**config.mk**
```make
export PLATFORM = sky130hd
export DESIGN_NAME = ibuf_dma
export DESIGN_NICKNAME = d
export VERILOG_FILES = /design/src/ibuf_dma_pkg.sv /design/src/rd_req_gen.sv /design/src/cpl_filter.sv /design/src/cpl_writer.sv /design/src/prod_commit.sv /design/src/ibuf_dma.sv
export VERILOG_INCLUDE_DIRS = /design/src
export SDC_FILE = /design/constraint.sdc
export NUM_CORES = 2
export LEC_CHECK = 0
export BUFFER_PORTS_ARGS = -buffer_cell sky130_fd_sc_hd__buf_2
export CORE_MARGIN = 5
export CORE_UTILIZATION = 50
export CTS_CLUSTER_SIZE = 20
export DETAILED_ROUTE_END_ITERATION = 7
export PLACE_DENSITY_LB_ADDON = 0.1
export SKIP_CTS_REPAIR_TIMING = 1
export SLEW_MARGIN = 20
export SYNTH_ARGS = -nofsm -noshare
export SYNTH_HDL_FRONTEND = slang
export SYNTH_SLANG_ARGS = --single-unit
```
**constraint.sdc**
```tcl
create_clock -name clk -period 23.3 [get_ports clk]
set_clock_uncertainty 0.15 [all_clocks]
set_input_delay 2.33 -clock clk [delete_from_list [all_inputs] [get_ports clk]]
set_output_delay 2.33 -clock clk [all_outputs]
set_load 0.005 [all_outputs]
```
**src/ibuf_dma_macros.svh**
```systemverilog
// shared constants for the host-to-card receive DMA
// pointers are IBUF_AW+1 bits wide, the top bit marks wrap
// completion tag is 8 bits: IBUF_TAG_BASE in the upper bits, local tag below
`ifndef IBUF_DMA_MACROS_SVH
`define IBUF_DMA_MACROS_SVH

`define IBUF_AW             9           // buffer depth 512 quadwords
`define IBUF_TAG_W          3
`define IBUF_MAX_OS         8           // equals 2**IBUF_TAG_W

// upper 5 tag bits claimed by this design
`define IBUF_TAG_BASE       5'b01010

// completion with data, fmt 2'b10 type 5'b01010
`define CPL_W_DATA_FMT_TYPE 7'b1001010
`define CPL_STATUS_SC       3'b000

`endif

```
**src/ibuf_dma_pkg.sv**
```systemverilog
// struct types shared by the receive DMA blocks
// rx beat layout follows the 64-bit TRN stream, first dword in [63:32]
`include "ibuf_dma_macros.svh"

package ibuf_dma_pkg;

    typedef struct packed {
        logic [63:0] data;
        logic        valid;
        logic        sof;
        logic        eof;
    } rx_beat_t;

    typedef struct packed {
        logic [63:0]            addr;   // host byte address
        logic [9:0]             qw;     // quadword count
        logic [`IBUF_TAG_W-1:0] tag;
    } rd_req_t;

    typedef struct packed {
        logic [`IBUF_TAG_W-1:0] tag;
        logic [`IBUF_AW:0]      ptr;    // buffer start, wrap bit on top
        logic [9:0]             len;    // quadwords
    } req_entry_t;

    typedef struct packed {
        logic [`IBUF_TAG_W-1:0] tag;
        logic [9:0]             len;    // dwords
    } cpl_hdr_t;

    typedef struct packed {
        logic                en;
        logic [`IBUF_AW-1:0] addr;
        logic [63:0]         data;
    } ibuf_wr_t;

endpackage

```
**src/rd_req_gen.sv**
```systemverilog
// splits one host buffer into memory read requests
// lbuf_en is taken in idle; after lbuf_dn the FSM waits for lbuf_en low
// a request goes out only while fill + size < depth and fewer than
// IBUF_MAX_OS requests are outstanding
`timescale 1ns/1ns
`include "ibuf_dma_macros.svh"

module rd_req_gen import ibuf_dma_pkg::*; (
    input  logic              clk,
    input  logic              rst,
    input  logic              lbuf_en,
    input  logic [63:0]       lbuf_addr,
    input  logic [31:0]       lbuf_len,
    input  logic [2:0]        cfg_max_rd_req_size,
    input  logic              rd_ack,
    input  logic [`IBUF_AW:0] committed_cons,
    input  logic              cpl_retired,
    output logic              rd,
    output rd_req_t           rd_req,
    output req_entry_t        new_req,
    output logic              new_req_valid,
    output logic              lbuf_dn
);

    typedef enum logic [2:0] {S_IDLE, S_CALC, S_SIZE, S_WAIT, S_ACK, S_DONE} state_t;

    state_t                 state;
    logic [31:0]            len_q;
    logic [31:0]            sent_q;     // quadwords already requested
    logic [31:0]            left_q;
    logic [`IBUF_AW:0]      iprod;      // producer including requests in flight
    logic [`IBUF_TAG_W:0]   os_cnt;
    logic [`IBUF_TAG_W-1:0] tag_cnt;
    logic [9:0]             mx_qw;
    logic [`IBUF_AW:0]      fill;
    logic [`IBUF_AW+1:0]    need;
    logic                   room;
    logic                   ack_hit;

    always_comb begin
        case (cfg_max_rd_req_size)
            3'd0:    mx_qw = 10'd16;
            3'd1:    mx_qw = 10'd32;
            3'd2:    mx_qw = 10'd64;
            default: mx_qw = 10'd128;
        endcase
    end

    assign fill    = iprod - committed_cons;
    assign need    = (`IBUF_AW+2)'(fill) + (`IBUF_AW+2)'(rd_req.qw);
    assign room    = need < (1 << `IBUF_AW);
    assign ack_hit = (state == S_ACK) && rd_ack;

    // outstanding count
    always_ff @(posedge clk) begin
        if (rst) begin
            os_cnt <= '0;
        end else if (ack_hit && !cpl_retired) begin
            os_cnt <= os_cnt + 1'b1;
        end else if (!ack_hit && cpl_retired) begin
            os_cnt <= os_cnt - 1'b1;
        end
    end

    ////////////////////////////////////////
    // request FSM
    ////////////////////////////////////////
    always_ff @(posedge clk) begin
        if (rst) begin
            state         <= S_IDLE;
            rd            <= 1'b0;
            lbuf_dn       <= 1'b0;
            new_req_valid <= 1'b0;
            iprod         <= '0;
            tag_cnt       <= '0;
        end else begin
            lbuf_dn       <= 1'b0;
            new_req_valid <= 1'b0;
            case (state)
                S_IDLE: begin
                    rd_req.addr <= lbuf_addr;
                    len_q       <= lbuf_len;
                    sent_q      <= '0;
                    if (lbuf_en) state <= S_CALC;
                end
                S_CALC: begin
                    left_q <= len_q - sent_q;
                    state  <= S_SIZE;
                end
                S_SIZE: begin
                    rd_req.qw  <= (left_q < 32'(mx_qw)) ? left_q[9:0] : mx_qw;
                    rd_req.tag <= tag_cnt;
                    if (left_q == '0) begin     // whole buffer requested
                        lbuf_dn <= 1'b1;
                        state   <= S_DONE;
                    end else begin
                        state <= S_WAIT;
                    end
                end
                S_WAIT: begin
                    if (room && os_cnt < `IBUF_MAX_OS) begin
                        rd    <= 1'b1;
                        state <= S_ACK;
                    end
                end
                S_ACK: begin
                    if (rd_ack) begin
                        rd            <= 1'b0;
                        rd_req.addr   <= rd_req.addr + {rd_req.qw, 3'b000};
                        sent_q        <= sent_q + rd_req.qw;
                        iprod         <= iprod + (`IBUF_AW+1)'(rd_req.qw);
                        tag_cnt       <= tag_cnt + 1'b1;
                        new_req_valid <= 1'b1;
                        new_req.tag   <= rd_req.tag;
                        new_req.ptr   <= iprod;
                        new_req.len   <= rd_req.qw;
                        state         <= S_CALC;
                    end
                end
                S_DONE: if (!lbuf_en) state <= S_IDLE;
                default: state <= S_IDLE;
            endcase
        end
    end

endmodule

```
**src/cpl_filter.sv**
```systemverilog
// picks own successful completions with data out of the rx stream
// 3DW header only; header pulse comes one cycle after the second beat
`timescale 1ns/1ns
`include "ibuf_dma_macros.svh"

module cpl_filter import ibuf_dma_pkg::*; (
    input  logic     clk,
    input  logic     rst,
    input  rx_beat_t rx,
    output cpl_hdr_t cpl_hdr,
    output logic     cpl_hdr_valid
);

    typedef enum logic {F_IDLE, F_HDR2} state_t;

    state_t     state;
    logic [9:0] len_q;

    always_ff @(posedge clk) begin
        cpl_hdr.tag <= rx.data[40 +: `IBUF_TAG_W];     // DW2 tag, low bits
        cpl_hdr.len <= len_q;
        if (rst) begin
            state         <= F_IDLE;
            cpl_hdr_valid <= 1'b0;
        end else begin
            cpl_hdr_valid <= 1'b0;
            case (state)
                F_IDLE: begin
                    len_q <= rx.data[41:32];
                    if (rx.valid && rx.sof &&
                        rx.data[62:56] == `CPL_W_DATA_FMT_TYPE &&
                        rx.data[15:13] == `CPL_STATUS_SC) begin
                        state <= F_HDR2;
                    end
                end
                F_HDR2: begin
                    if (rx.valid) begin
                        // foreign tag base, drop quietly
                        if (rx.data[47:40+`IBUF_TAG_W] == `IBUF_TAG_BASE) cpl_hdr_valid <= 1'b1;
                        state <= F_IDLE;
                    end
                end
                default: state <= F_IDLE;
            endcase
        end
    end

endmodule

```
**src/cpl_writer.sv**
```systemverilog
// realigns completion dwords into quadwords and writes the buffer
// odd trailing dwords are parked per tag until the next completion
// low half of each written quadword holds the lower host address
// data beat to buffer write is two cycles
`timescale 1ns/1ns
`include "ibuf_dma_macros.svh"

module cpl_writer import ibuf_dma_pkg::*; (
    input  logic                   clk,
    input  logic                   rst,
    input  rx_beat_t               rx,
    input  cpl_hdr_t               cpl_hdr,
    input  logic                   cpl_hdr_valid,
    input  req_entry_t             new_req,
    input  logic                   new_req_valid,
    output ibuf_wr_t               ibuf_wr,
    output logic                   cpl_done,
    output logic [`IBUF_TAG_W-1:0] cpl_done_tag,
    output logic [9:0]             cpl_done_qw
);

    // per-tag table
    logic [`IBUF_AW-1:0]    addr_tbl [`IBUF_MAX_OS];
    logic [31:0]            sdw_tbl  [`IBUF_MAX_OS];    // raw saved dword
    logic                   sv_tbl   [`IBUF_MAX_OS];

    rx_beat_t               rx_q;
    logic                   active;
    logic                   mode_q;                     // dword saved in front
    logic                   odd_q;
    logic [`IBUF_TAG_W-1:0] tag_q;
    logic [`IBUF_AW-1:0]    addr_q;
    logic [9:0]             cnt_q;
    logic [31:0]            aux_q;                      // previous low dword

    logic                   c_go, c_mode, c_odd, w_en, keep;
    logic [`IBUF_TAG_W-1:0] c_tag;
    logic [`IBUF_AW-1:0]    c_addr;
    logic [9:0]             c_cnt;
    logic [63:0]            w_data;
    logic [31:0]            keep_dw;

    function automatic logic [31:0] bswap(input logic [31:0] dw);
        return {dw[7:0], dw[15:8], dw[23:16], dw[31:24]};
    endfunction

    ////////////////////////////////////////
    // path select and realignment
    ////////////////////////////////////////
    always_comb begin
        c_go = cpl_hdr_valid || (active && rx_q.valid);
        if (cpl_hdr_valid) begin                        // rx_q is header beat 2
            c_tag  = cpl_hdr.tag;
            c_mode = sv_tbl[cpl_hdr.tag];
            c_odd  = cpl_hdr.len[0];
            c_addr = addr_tbl[cpl_hdr.tag];
            c_cnt  = '0;
        end else begin
            c_tag  = tag_q;
            c_mode = mode_q;
            c_odd  = odd_q;
            c_addr = addr_q;
            c_cnt  = cnt_q;
        end

        w_en    = 1'b1;
        keep    = 1'b0;                                 // only looked at on eof
        keep_dw = rx_q.data[31:0];
        w_data  = {bswap(rx_q.data[63:32]), bswap(aux_q)};
        if (cpl_hdr_valid) begin
            // first data dword sits in the low half
            w_en   = c_mode;
            keep   = !c_mode;
            w_data = {bswap(rx_q.data[31:0]), bswap(sdw_tbl[c_tag])};
        end else if (!c_mode) begin
            keep = c_odd;
        end else if (rx_q.eof && !c_odd) begin          // lone dword in [63:32]
            w_en    = 1'b0;
            keep    = 1'b1;
            keep_dw = rx_q.data[63:32];
        end else begin
            w_data = {bswap(rx_q.data[31:0]), bswap(rx_q.data[63:32])};
        end
    end

    always_ff @(posedge clk) begin
        rx_q         <= rx;
        ibuf_wr.addr <= c_addr;
        ibuf_wr.data <= w_data;
        cpl_done_tag <= c_tag;
        cpl_done_qw  <= c_cnt + 10'(w_en);
        if (c_go) begin
            tag_q  <= c_tag;
            mode_q <= c_mode;
            odd_q  <= c_odd;
            addr_q <= c_addr + `IBUF_AW'(w_en);
            cnt_q  <= c_cnt + 10'(w_en);
            aux_q  <= rx_q.data[31:0];
        end
        if (rst) begin
            rx_q.valid <= 1'b0;
            ibuf_wr.en <= 1'b0;
            cpl_done   <= 1'b0;
            active     <= 1'b0;
        end else begin
            ibuf_wr.en <= c_go && w_en;
            cpl_done   <= c_go && rx_q.eof;
            if (c_go) active <= !rx_q.eof;
        end
    end

    // table write back at eof, fresh entry per new request
    always_ff @(posedge clk) begin
        if (c_go && rx_q.eof) begin
            addr_tbl[c_tag] <= c_addr + `IBUF_AW'(w_en);
            sv_tbl[c_tag]   <= keep;
            sdw_tbl[c_tag]  <= keep_dw;
        end
        if (new_req_valid) begin
            addr_tbl[new_req.tag] <= new_req.ptr[`IBUF_AW-1:0];
            sv_tbl[new_req.tag]   <= 1'b0;
        end
    end

endmodule

```
**src/prod_commit.sv**
```systemverilog
// advances committed_prod strictly in request order
// one request retires at most every other cycle
`timescale 1ns/1ns
`include "ibuf_dma_macros.svh"

module prod_commit import ibuf_dma_pkg::*; (
    input  logic                   clk,
    input  logic                   rst,
    input  req_entry_t             new_req,
    input  logic                   new_req_valid,
    input  logic                   cpl_done,
    input  logic [`IBUF_TAG_W-1:0] cpl_done_tag,
    input  logic [9:0]             cpl_done_qw,
    output logic [`IBUF_AW:0]      committed_prod,
    output logic                   cpl_retired
);

    logic [9:0]             len_tbl [`IBUF_MAX_OS];
    logic [9:0]             rcv_tbl [`IBUF_MAX_OS];
    logic [`IBUF_AW:0]      end_tbl [`IBUF_MAX_OS];
    logic [`IBUF_MAX_OS-1:0] pend;                      // request issued, not retired
    logic [`IBUF_TAG_W-1:0] head;                       // oldest tag
    logic [9:0]             head_rcv;
    logic                   head_done;

    // count the completion landing this cycle too
    assign head_rcv  = rcv_tbl[head] +
                       ((cpl_done && cpl_done_tag == head) ? cpl_done_qw : 10'd0);
    assign head_done = pend[head] && !cpl_retired && head_rcv == len_tbl[head];

    always_ff @(posedge clk) begin
        if (cpl_done) rcv_tbl[cpl_done_tag] <= rcv_tbl[cpl_done_tag] + cpl_done_qw;
        if (new_req_valid) begin
            rcv_tbl[new_req.tag] <= '0;
            len_tbl[new_req.tag] <= new_req.len;
            end_tbl[new_req.tag] <= new_req.ptr + (`IBUF_AW+1)'(new_req.len);
        end
    end

    always_ff @(posedge clk) begin
        if (rst) begin
            pend           <= '0;
            head           <= '0;
            committed_prod <= '0;
            cpl_retired    <= 1'b0;
        end else begin
            cpl_retired <= head_done;
            if (head_done) begin
                committed_prod <= end_tbl[head];
                pend[head]     <= 1'b0;
                head           <= head + 1'b1;
            end
            if (new_req_valid) pend[new_req.tag] <= 1'b1;
        end
    end

endmodule

```
**src/ibuf_dma.sv**
```systemverilog
// host-to-card DMA receive manager, top level
// rx has no back-pressure; buffer space is returned through committed_cons
`timescale 1ns/1ns
`include "ibuf_dma_macros.svh"

module ibuf_dma import ibuf_dma_pkg::*; (
    input  logic              clk,
    input  logic              rst,
    input  logic              lbuf_en,
    input  logic [63:0]       lbuf_addr,
    input  logic [31:0]       lbuf_len,
    output logic              lbuf_dn,
    input  logic [2:0]        cfg_max_rd_req_size,
    output logic              rd,
    output rd_req_t           rd_req,
    input  logic              rd_ack,
    input  rx_beat_t          rx,
    output ibuf_wr_t          ibuf_wr,
    output logic [`IBUF_AW:0] committed_prod,
    input  logic [`IBUF_AW:0] committed_cons
);

    req_entry_t             new_req;
    logic                   new_req_valid;
    cpl_hdr_t               cpl_hdr;
    logic                   cpl_hdr_valid;
    logic                   cpl_done;
    logic [`IBUF_TAG_W-1:0] cpl_done_tag;
    logic [9:0]             cpl_done_qw;
    logic                   cpl_retired;

    rd_req_gen u_rd_req_gen (
        .clk(clk), .rst(rst),
        .lbuf_en(lbuf_en), .lbuf_addr(lbuf_addr), .lbuf_len(lbuf_len),
        .cfg_max_rd_req_size(cfg_max_rd_req_size),
        .rd_ack(rd_ack), .committed_cons(committed_cons), .cpl_retired(cpl_retired),
        .rd(rd), .rd_req(rd_req),
        .new_req(new_req), .new_req_valid(new_req_valid), .lbuf_dn(lbuf_dn)
    );

    cpl_filter u_cpl_filter (
        .clk(clk), .rst(rst), .rx(rx),
        .cpl_hdr(cpl_hdr), .cpl_hdr_valid(cpl_hdr_valid)
    );

    cpl_writer u_cpl_writer (
        .clk(clk), .rst(rst), .rx(rx),
        .cpl_hdr(cpl_hdr), .cpl_hdr_valid(cpl_hdr_valid),
        .new_req(new_req), .new_req_valid(new_req_valid),
        .ibuf_wr(ibuf_wr),
        .cpl_done(cpl_done), .cpl_done_tag(cpl_done_tag), .cpl_done_qw(cpl_done_qw)
    );

    prod_commit u_prod_commit (
        .clk(clk), .rst(rst),
        .new_req(new_req), .new_req_valid(new_req_valid),
        .cpl_done(cpl_done), .cpl_done_tag(cpl_done_tag), .cpl_done_qw(cpl_done_qw),
        .committed_prod(committed_prod), .cpl_retired(cpl_retired)
    );

endmodule

```
# Word-level counts from Yosys, hierarchy flattened
# Memories as Yosys holds them, arrays and structs flattened. A register that Yosys moved wholly into a read port is not among the register bits.
# Cells that the tools add are included.
[totals]
ff_bits = 449
mem_bits_rw = 576
input_bits = 180
out_inout_bits = 163
wordCells = 192
memories = 6
[classes]
add_sub_neg = 15
n_lt_le_gt_ge = 7
n_eq_ne = 15
muxes = 60
n_bitwise = 8
n_reduce_logical = 41
[memory_table]
columns = ["memory", "words", "word_bits", "rd", "rd_clocked_by_memory_dff", "wr", "line", "source"]
rows = [
  ["u_cpl_writer.sdw_tbl", 8, 32, 1, 0, 1, "cpl_writer.sv:24", "logic [31:0] sdw_tbl [`IBUF_MAX_OS];"],
  ["u_prod_commit.end_tbl", 8, 10, 1, 1, 1, "prod_commit.sv:20", "logic [`IBUF_AW:0] end_tbl [`IBUF_MAX_OS];"],
  ["u_prod_commit.len_tbl", 8, 10, 1, 1, 1, "prod_commit.sv:18", "logic [9:0] len_tbl [`IBUF_MAX_OS];"],
  ["u_prod_commit.rcv_tbl", 8, 10, 2, 2, 2, "prod_commit.sv:19", "logic [9:0] rcv_tbl [`IBUF_MAX_OS];"],
  ["u_cpl_writer.addr_tbl", 8, 9, 1, 1, 2, "cpl_writer.sv:23", "logic [`IBUF_AW-1:0] addr_tbl [`IBUF_MAX_OS];"],
  ["u_cpl_writer.sv_tbl", 8, 1, 1, 1, 2, "cpl_writer.sv:25", "logic sv_tbl [`IBUF_MAX_OS];"],
]
[op_table]
columns = ["operator", "n"]
rows = [
  ["2-to-1 mux 64 bit", 4],
  ["2-to-1 mux 32 bit", 4],
  ["case mux 64 bit (2 select lines)", 1],
  ["adder 64 x 13 -> 64 bit", 1],
  ["case mux 32 bit (2 select lines)", 1],
  ["adder 10 bit", 4],
  ["adder 32 x 10 -> 32 bit", 1],
  ["logical NOT 32 bit", 1],
  ["less-than comparator 32 x 8 -> 1 bit", 1],
  ["subtractor 32 bit", 1],
  ["2-to-1 mux 10 bit", 3],
  ["2-to-1 mux 3 bit", 10],
  ["2-to-1 mux 1 bit", 24],
  ["2-to-1 mux 8 bit", 3],
  ["case mux 8 bit (3 select lines)", 1],
  ["case mux 3 bit (6 select lines)", 1],
  ["logical AND 1 bit", 16],
  ["adder 10 x 10 -> 11 bit", 1],
  ["less-than comparator 11 x 10 -> 1 bit, second input constant", 1],
  ["adder 10 x 1 -> 10 bit", 1],
  ["equality test 10 bit", 1],
  ["AND reduction 2 bit", 5],
  ["subtractor 10 bit", 1],
  ["adder 9 x 1 -> 9 bit", 1],
  ["31 further kinds", 58],
]

# Longest topological paths before layout
[logic_depth]
word_depth = 10
ltp_mapped = 18
ltp_nobuf = 17

# Modules after synthesis
# A second synthesis with hierarchy kept.
[hier_totals]
hier_cells = 3752
area_unflattened_um2 = 46321.9
[by_module_without_submodules]
columns = ["mod", "instances", "cells_per_inst", "area_each_um2", "seq_area_each_um2"]
rows = [
  ["cpl_writer", 1, 1453, 20617.3, 14794.2],
  ["rd_req_gen", 1, 1213, 12554.5, 6346.1],
  ["prod_commit", 1, 1051, 12472.0, 6906.6],
  ["cpl_filter", 1, 35, 678.2, 600.6],
]

# Least setup slack after synthesis
# OpenSTA, ideal clock, no wires.
[synth_timing]
path_kind = "input -> register"
from = "input port rst"
to = "register u_rd_req_gen.rd_req[16] (netlist name)"
setup_time_ps = 1041
t_arrival_ps = 17025
t_required_ps = 22109
slack_ps = 5083
stages = 2
path_buffers = 1
path_cell_list = "clkbuf_1 a2111oi_0"
[synth_via]
elab_chain_cells = 2
[synth_lines]
columns = ["element", "line", "source"]
rows = [
  ["start, declared", "ibuf_dma.sv:8", "input logic rst,"],
  ["NOT 1 bit (no source line)", "n/a", ""],
  ["AND reduction 3 bit (no source line)", "n/a", ""],
]
# No other way between the ends.
# A chain may end at the register's enable or synchronous reset.

# Worst setup path after layout
[layout_timing]
from = "input port committed_cons[1]"
to = "register u_rd_req_gen.state[2]"
[layout_via]
elab_chain_cells = 6
[layout_lines]
columns = ["element", "line", "source"]
rows = [
  ["start, declared", "ibuf_dma.sv:20", "input logic [`IBUF_AW:0] committed_cons"],
  ["subtractor 10 bit", "rd_req_gen.sv:49", "assign fill = iprod - committed_cons;"],
  ["adder 10 x 10 -> 11 bit", "rd_req_gen.sv:50", "assign need = (`IBUF_AW+2)'(fill) + (`IBUF_AW+2)'(rd_req.qw);"],
  ["less-than comparator 11 x 10 -> 1 bit", "rd_req_gen.sv:51", "assign room = need < (1 << `IBUF_AW);"],
  ["logical AND 1 bit (no source line)", "n/a", ""],
  ["inequality test 2 x 1 -> 1 bit (no source line)", "n/a", ""],
  ["AND reduction 4 bit (no source line)", "n/a", ""],
  ["end signal, assigned", "rd_req_gen.sv:70", "state <= S_IDLE;"],
  ["end signal, assigned", "rd_req_gen.sv:84", "if (lbuf_en) state <= S_CALC;"],
  ["end signal, assigned", "rd_req_gen.sv:88", "state <= S_SIZE;"],
  ["end, declared", "rd_req_gen.sv:27", "state_t state;"],
]
# No other way between the ends.

==> impl_summary.md <==
Clock tree
TritonCTS built the clock tree. The insertion delay of the later-clocked pin in the worst-skew pair is 0.71 ns. CTS placed an instance of clkbuf_16 at the clock tree root. The clock tree synthesis step divided the H-tree into 3 levels. The longest clock path from root to sink contains 3 buffers. The post-CTS clock slew at the launch and capture registers of the worst setup and hold paths is 0.06 ns. The number of buffers created by CTS is 108. Clock tree synthesis found a total of 1035 sinks.

STA
The highest clock rate is 185 MHz. The worst path uses 23.2% of the clock period. The pin slew with the least headroom to its limit is 1.09 ns. Setup repair after global routing left no endpoint under its margin.

The worst-case setup margin in the final layout is 17.90 ns. After layout, the minimum clock period comes to 5.40 ns. The aggregate negative setup slack is 0 ns. The worst max-slew margin expressed relative to the limit is 27.4%. The final number of max-transition violations was 0. The final-report setup violation count is 0. The final hold violation count is 0.

Run
The tool flagged a number of max-cap violations equal to 0.

GRT
The remaining global-route overflow is 0. The global routing usage summed across all routing layers is 24.2%. The wire length of the first global-routing pass is 183000 microns. The largest net degree at the start of global routing is between 100 and 150. The number of antenna violations at the first check in global routing is 15. The via count of the first global-routing pass was about 30000.

Logic synthesis
In the synthesized netlist the async set-or-reset flop fraction comes to 0%. The post-synthesis cell area is 0.0458 sq mm. The flop and latch count out of synthesis is about 1000. Counting distinct cell types in the post-synthesis netlist gives 80. The count of synthesis-stage warnings from yosys is 0. The cell count after synthesis is 3701.

Yosys mapped a number of flops with a built-in enable equal to 741. Dividing the synthesized area by the synthesized cell count gives 12.4 sq um. The sequential-to-total area share from yosys stat is about three fifths. The primary flip-flop cell chosen by synthesis mapping is edfxtp_1.

Worst setup path
The terminus of the critical flop-to-flop path is u_prod_commit.committed_prod[6]$_SDFFE_PP0N_. The worst reg-to-reg path cell count is 12. STA classifies the critical path endpoint as a flip-flop.

The cell with the largest stage delay on the worst path is or4_1. The count of buffering cells on the critical path with inverters included is 2. The critical path start-end classification is primary input to flip-flop. The worst stage delay on the critical path is 0.52 ns. The biggest fanout along the worst timing path is 3. For flop-to-flop paths, the worst setup slack is 18.52 ns. The startpoint kind of the worst setup timing path is a primary input. The most repeated library cell on the critical path is o21ai_0. Data on the critical path is required at its endpoint by about 24 ns. The arrival time reported for the critical path endpoint is 5.90 ns. Walking the worst path, the cells encountered are buf_2, inv_1, ha_1, nor2b_1, o21ai_0, a21boi_0, o21ai_0, a21boi_0, o21ai_0, nand2_1, o211ai_1, ha_1, or4_1, a2111o_1, a211oi_1, a311o_1. The cell family with the largest share of critical-path delay is compound AO/OA/AOI/OAI gates.

Route
The count of routing violations after the opening detailed-route iteration is approximately 2600. The via density per instance is between 5 and 6. Wires add up to 121000 microns. The overall via count from detail_route is 30600. The count of nets left with antenna violations after detail routing is 0. The iteration count of the initial detailed-routing pass is 5.

The routed length per placed instance is 22.9 microns. The post-detailed-route DRC marker count is 0.

Placed design
The standard cell area after detailed placement is 0.0488 sq mm. The congestion estimate from routability-driven global placement came to between 0.8 and 0.9. The count of input and output buffers is 342. The count of placed standard cells including taps is 5082. The HPWL reported at the end of detailed placement is 76900 microns. The worst-case setup slack after placement is approximately 17 ns.

Floorplan
The die covers roughly 0.098 sq mm. From left edge to right edge, the die measures 313 microns. around 340 I/O pins were placed. Once the floorplan was initialized, standard cells occupied about 50% of the core. From bottom edge to top edge, the die measures 313 microns. After floorplanning, the core was sized to cover 0.0912 sq mm. The floorplan has 111 rows.

Power and ir drop
Sequential cells account for 51.3% of the total power. Net switching is 22.4% of the power. The leakage power is 19.3 nW. For this design the total switching power over the nets is 0.887 mW. The maximum ir drop on the vdd rail is approximately 59 uV. Dividing total power by cell area gives a power density of 75.6 mW/mm^2. The combinational group share of total power is 5.3%. The part of the power in the clock network is 43.4%. Cell internal power was estimated by the tool at 3.08 mW.

Min path
The hold path depth is 0. The tightest min-delay check is of the flip-flop to flip-flop type. The path with the worst hold slack has its endpoint at u_cpl_filter.cpl_hdr[0]$_DFF_P_. The worst hold path begins at u_cpl_filter.len_q[0]$_DFFE_PP_.

Final layout
The area of combinational cells with multiple inputs is between 0.015 and 0.02 sq mm. The fraction of final layout cells sized beyond drive strength 1 is 19.8%. For this run, the post-layout net count is roughly 4300.

The area of all sequential standard cells is 0.0281 sq mm. The design area is about 0.052 sq mm. Relative to the synthesized area, the layout overhead comes to 14.5%.

Fill cells in the final layout number 7482. The fraction of the core area covered by cells at the end of the flow is between 50% and 60%. The final cell count without fillers is 5293.

Run status
The run finished with clean final reports.
synthesized netlist by cell type (9+ instances only):
cell type / number / area, sq um
and4_1: 12 / 105
and2_1: 27 / 169
nor2b_1: 58 / 363
nand3_1: 53 / 265
and3_1: 71 / 444
a21o_1: 31 / 233
nor3b_1: 10 / 75.1
xnor2_1: 85 / 744
edfxtp_1: 741 / 22300
o21a_1: 12 / 90.1
o21ai_0: 149 / 746
inv_1: 139 / 522
a31oi_1: 22 / 138
mux2i_1: 42 / 420
xor2_1: 71 / 622
nor2_1: 217 / 815
nor4b_1: 9 / 78.8
nand4_1: 13 / 81.3
o2111ai_1: 14 / 123
buf_2: 13 / 65.1
a22oi_1: 27 / 203
clkbuf_1: 159 / 597
or4_1: 10 / 75.1
a211oi_1: 49 / 368
nand2_1: 435 / 1630
mux4_2: 93 / 2090
ha_1: 117 / 1460
mux2_2: 92 / 1040
nor4_1: 27 / 169
dfxtp_1: 294 / 5890
or3_1: 14 / 87.6
a311oi_1: 42 / 368
fa_1: 9 / 180
a221oi_1: 20 / 175
a22o_1: 10 / 87.6
buf_1: 26 / 97.6
a21boi_0: 9 / 67.6
nor3_1: 68 / 340
o211ai_1: 15 / 113
nand2b_1: 18 / 113
a21oi_1: 278 / 1390
o31ai_1: 9 / 67.6
cell type report:
class / instances / area share (%)
flip-flops and latches: 1035 / 53.7
clock inverters: 58 / 1.03
multi-input cells: 2320 / 31.5
clock buffers: 147 / 5.84
diodes: 6 / 0.0286
inverters: 140 / 1.00
well taps: 1186 / 2.83
repair buffers: 401 / 4.11
worst max-delay path by stage:
stage / startpoint / endpoint / slack (ns) / depth (start not counted)
2_1_floorplan: rst / u_rd_req_gen.rd_req[16]$_DFFE_PP_ / 5.08 / 2
3_3_place_gp: committed_cons[1] / u_rd_req_gen.state[2]$_SDFFE_PP0P_ / 17.25 / 16
3_5_place_dp: committed_cons[1] / u_rd_req_gen.rd$_SDFFE_PP0P_ / 17.22 / 16
4_1_cts: committed_cons[1] / u_rd_req_gen.state[2]$_SDFFE_PP0P_ / 17.95 / 16
5_1_grt: committed_cons[1] / u_rd_req_gen.state[2]$_SDFFE_PP0P_ / 17.60 / 16
6_report: committed_cons[1] / u_rd_req_gen.state[2]$_SDFFE_PP0P_ / 17.90 / 16
sequential cells by signal, indices dropped and copies added (netlist names), 9 cells and up, named ones only:
register / flops
u_cpl_writer.addr_q: 9
u_rd_req_gen.sent_q: 32
u_cpl_writer.sdw_tbl: 256
u_cpl_writer.aux_q: 32
u_cpl_writer.rx_q: 66
u_rd_req_gen.len_q: 32
u_prod_commit.rcv_tbl: 80
u_rd_req_gen.rd_req: 77
u_cpl_writer.ibuf_wr: 74
u_cpl_writer.addr_tbl: 72
u_prod_commit.end_tbl: 80
u_prod_commit.committed_prod: 10
u_rd_req_gen.left_q: 32
u_rd_req_gen.new_req: 23
u_cpl_writer.cnt_q: 10
u_prod_commit.len_tbl: 80
u_cpl_writer.cpl_done_qw: 10
u_rd_req_gen.iprod: 10
layer usage:
| metal | share of wire [%] | global-route usage (%) | vias up |
|---|---|---|---|
| li1 | - | - | 14400 |
| met1 | 43 | 33.7 | 15000 |
| met2 | 47 | 39.2 | 1038 |
| met3 | 7.5 | 5.02 | 191 |
| met4 | 2.3 | 6.16 | 8 |
| met5 | 0.044 | 0 | - |
logic make-up after synthesis:
group | count (synthesis) | share of synthesized area, %
adders and majority gates | 126 | 3.59
AOI/OAI and AO/OA | 737 | 10.0
buffers and inverters | 347 | 2.97
other | 1 | 0.00818
muxes | 232 | 8.04
xor gates and xnor gates | 156 | 2.98
and+or+nand+nor | 1067 | 11.0
DFF | 1035 | 61.4
power groups by stage:
stage / Sequential, mW / Combinational (mW) / Clock [mW]
floorplan: 2.07 / 0.136 / 0
global placement: 2.08 / 0.207 / 0
detailed placement: 2.08 / 0.209 / 0
CTS: 2.04 / 0.210 / 1.75
global route: 2.04 / 0.234 / 1.83
finish: 2.04 / 0.210 / 1.72
cells in the final DEF (no fill, tap or decap), drive strengths merged, types with 71 or more instances in the layout:
cell / count
buf: 401
nand2: 435
xor2: 71
mux4: 98
xnor2: 85
o21ai: 151
dfxtp: 294
inv: 141
clkbuf: 147
edfxtp: 741
a21oi: 278
and3: 71
ha: 117
nor2: 218
mux2: 92
stage by stage:
step           hold slack [ns]  power [mW]
5_1_grt                  0.220        4.11
3_5_place_dp             0.190        2.28
4_1_cts                  0.204        4.00
3_3_place_gp             0.194        2.28
2_1_floorplan            0.173        2.21
6_report                 0.210        3.97
Power figures use the tool's default switching activity.
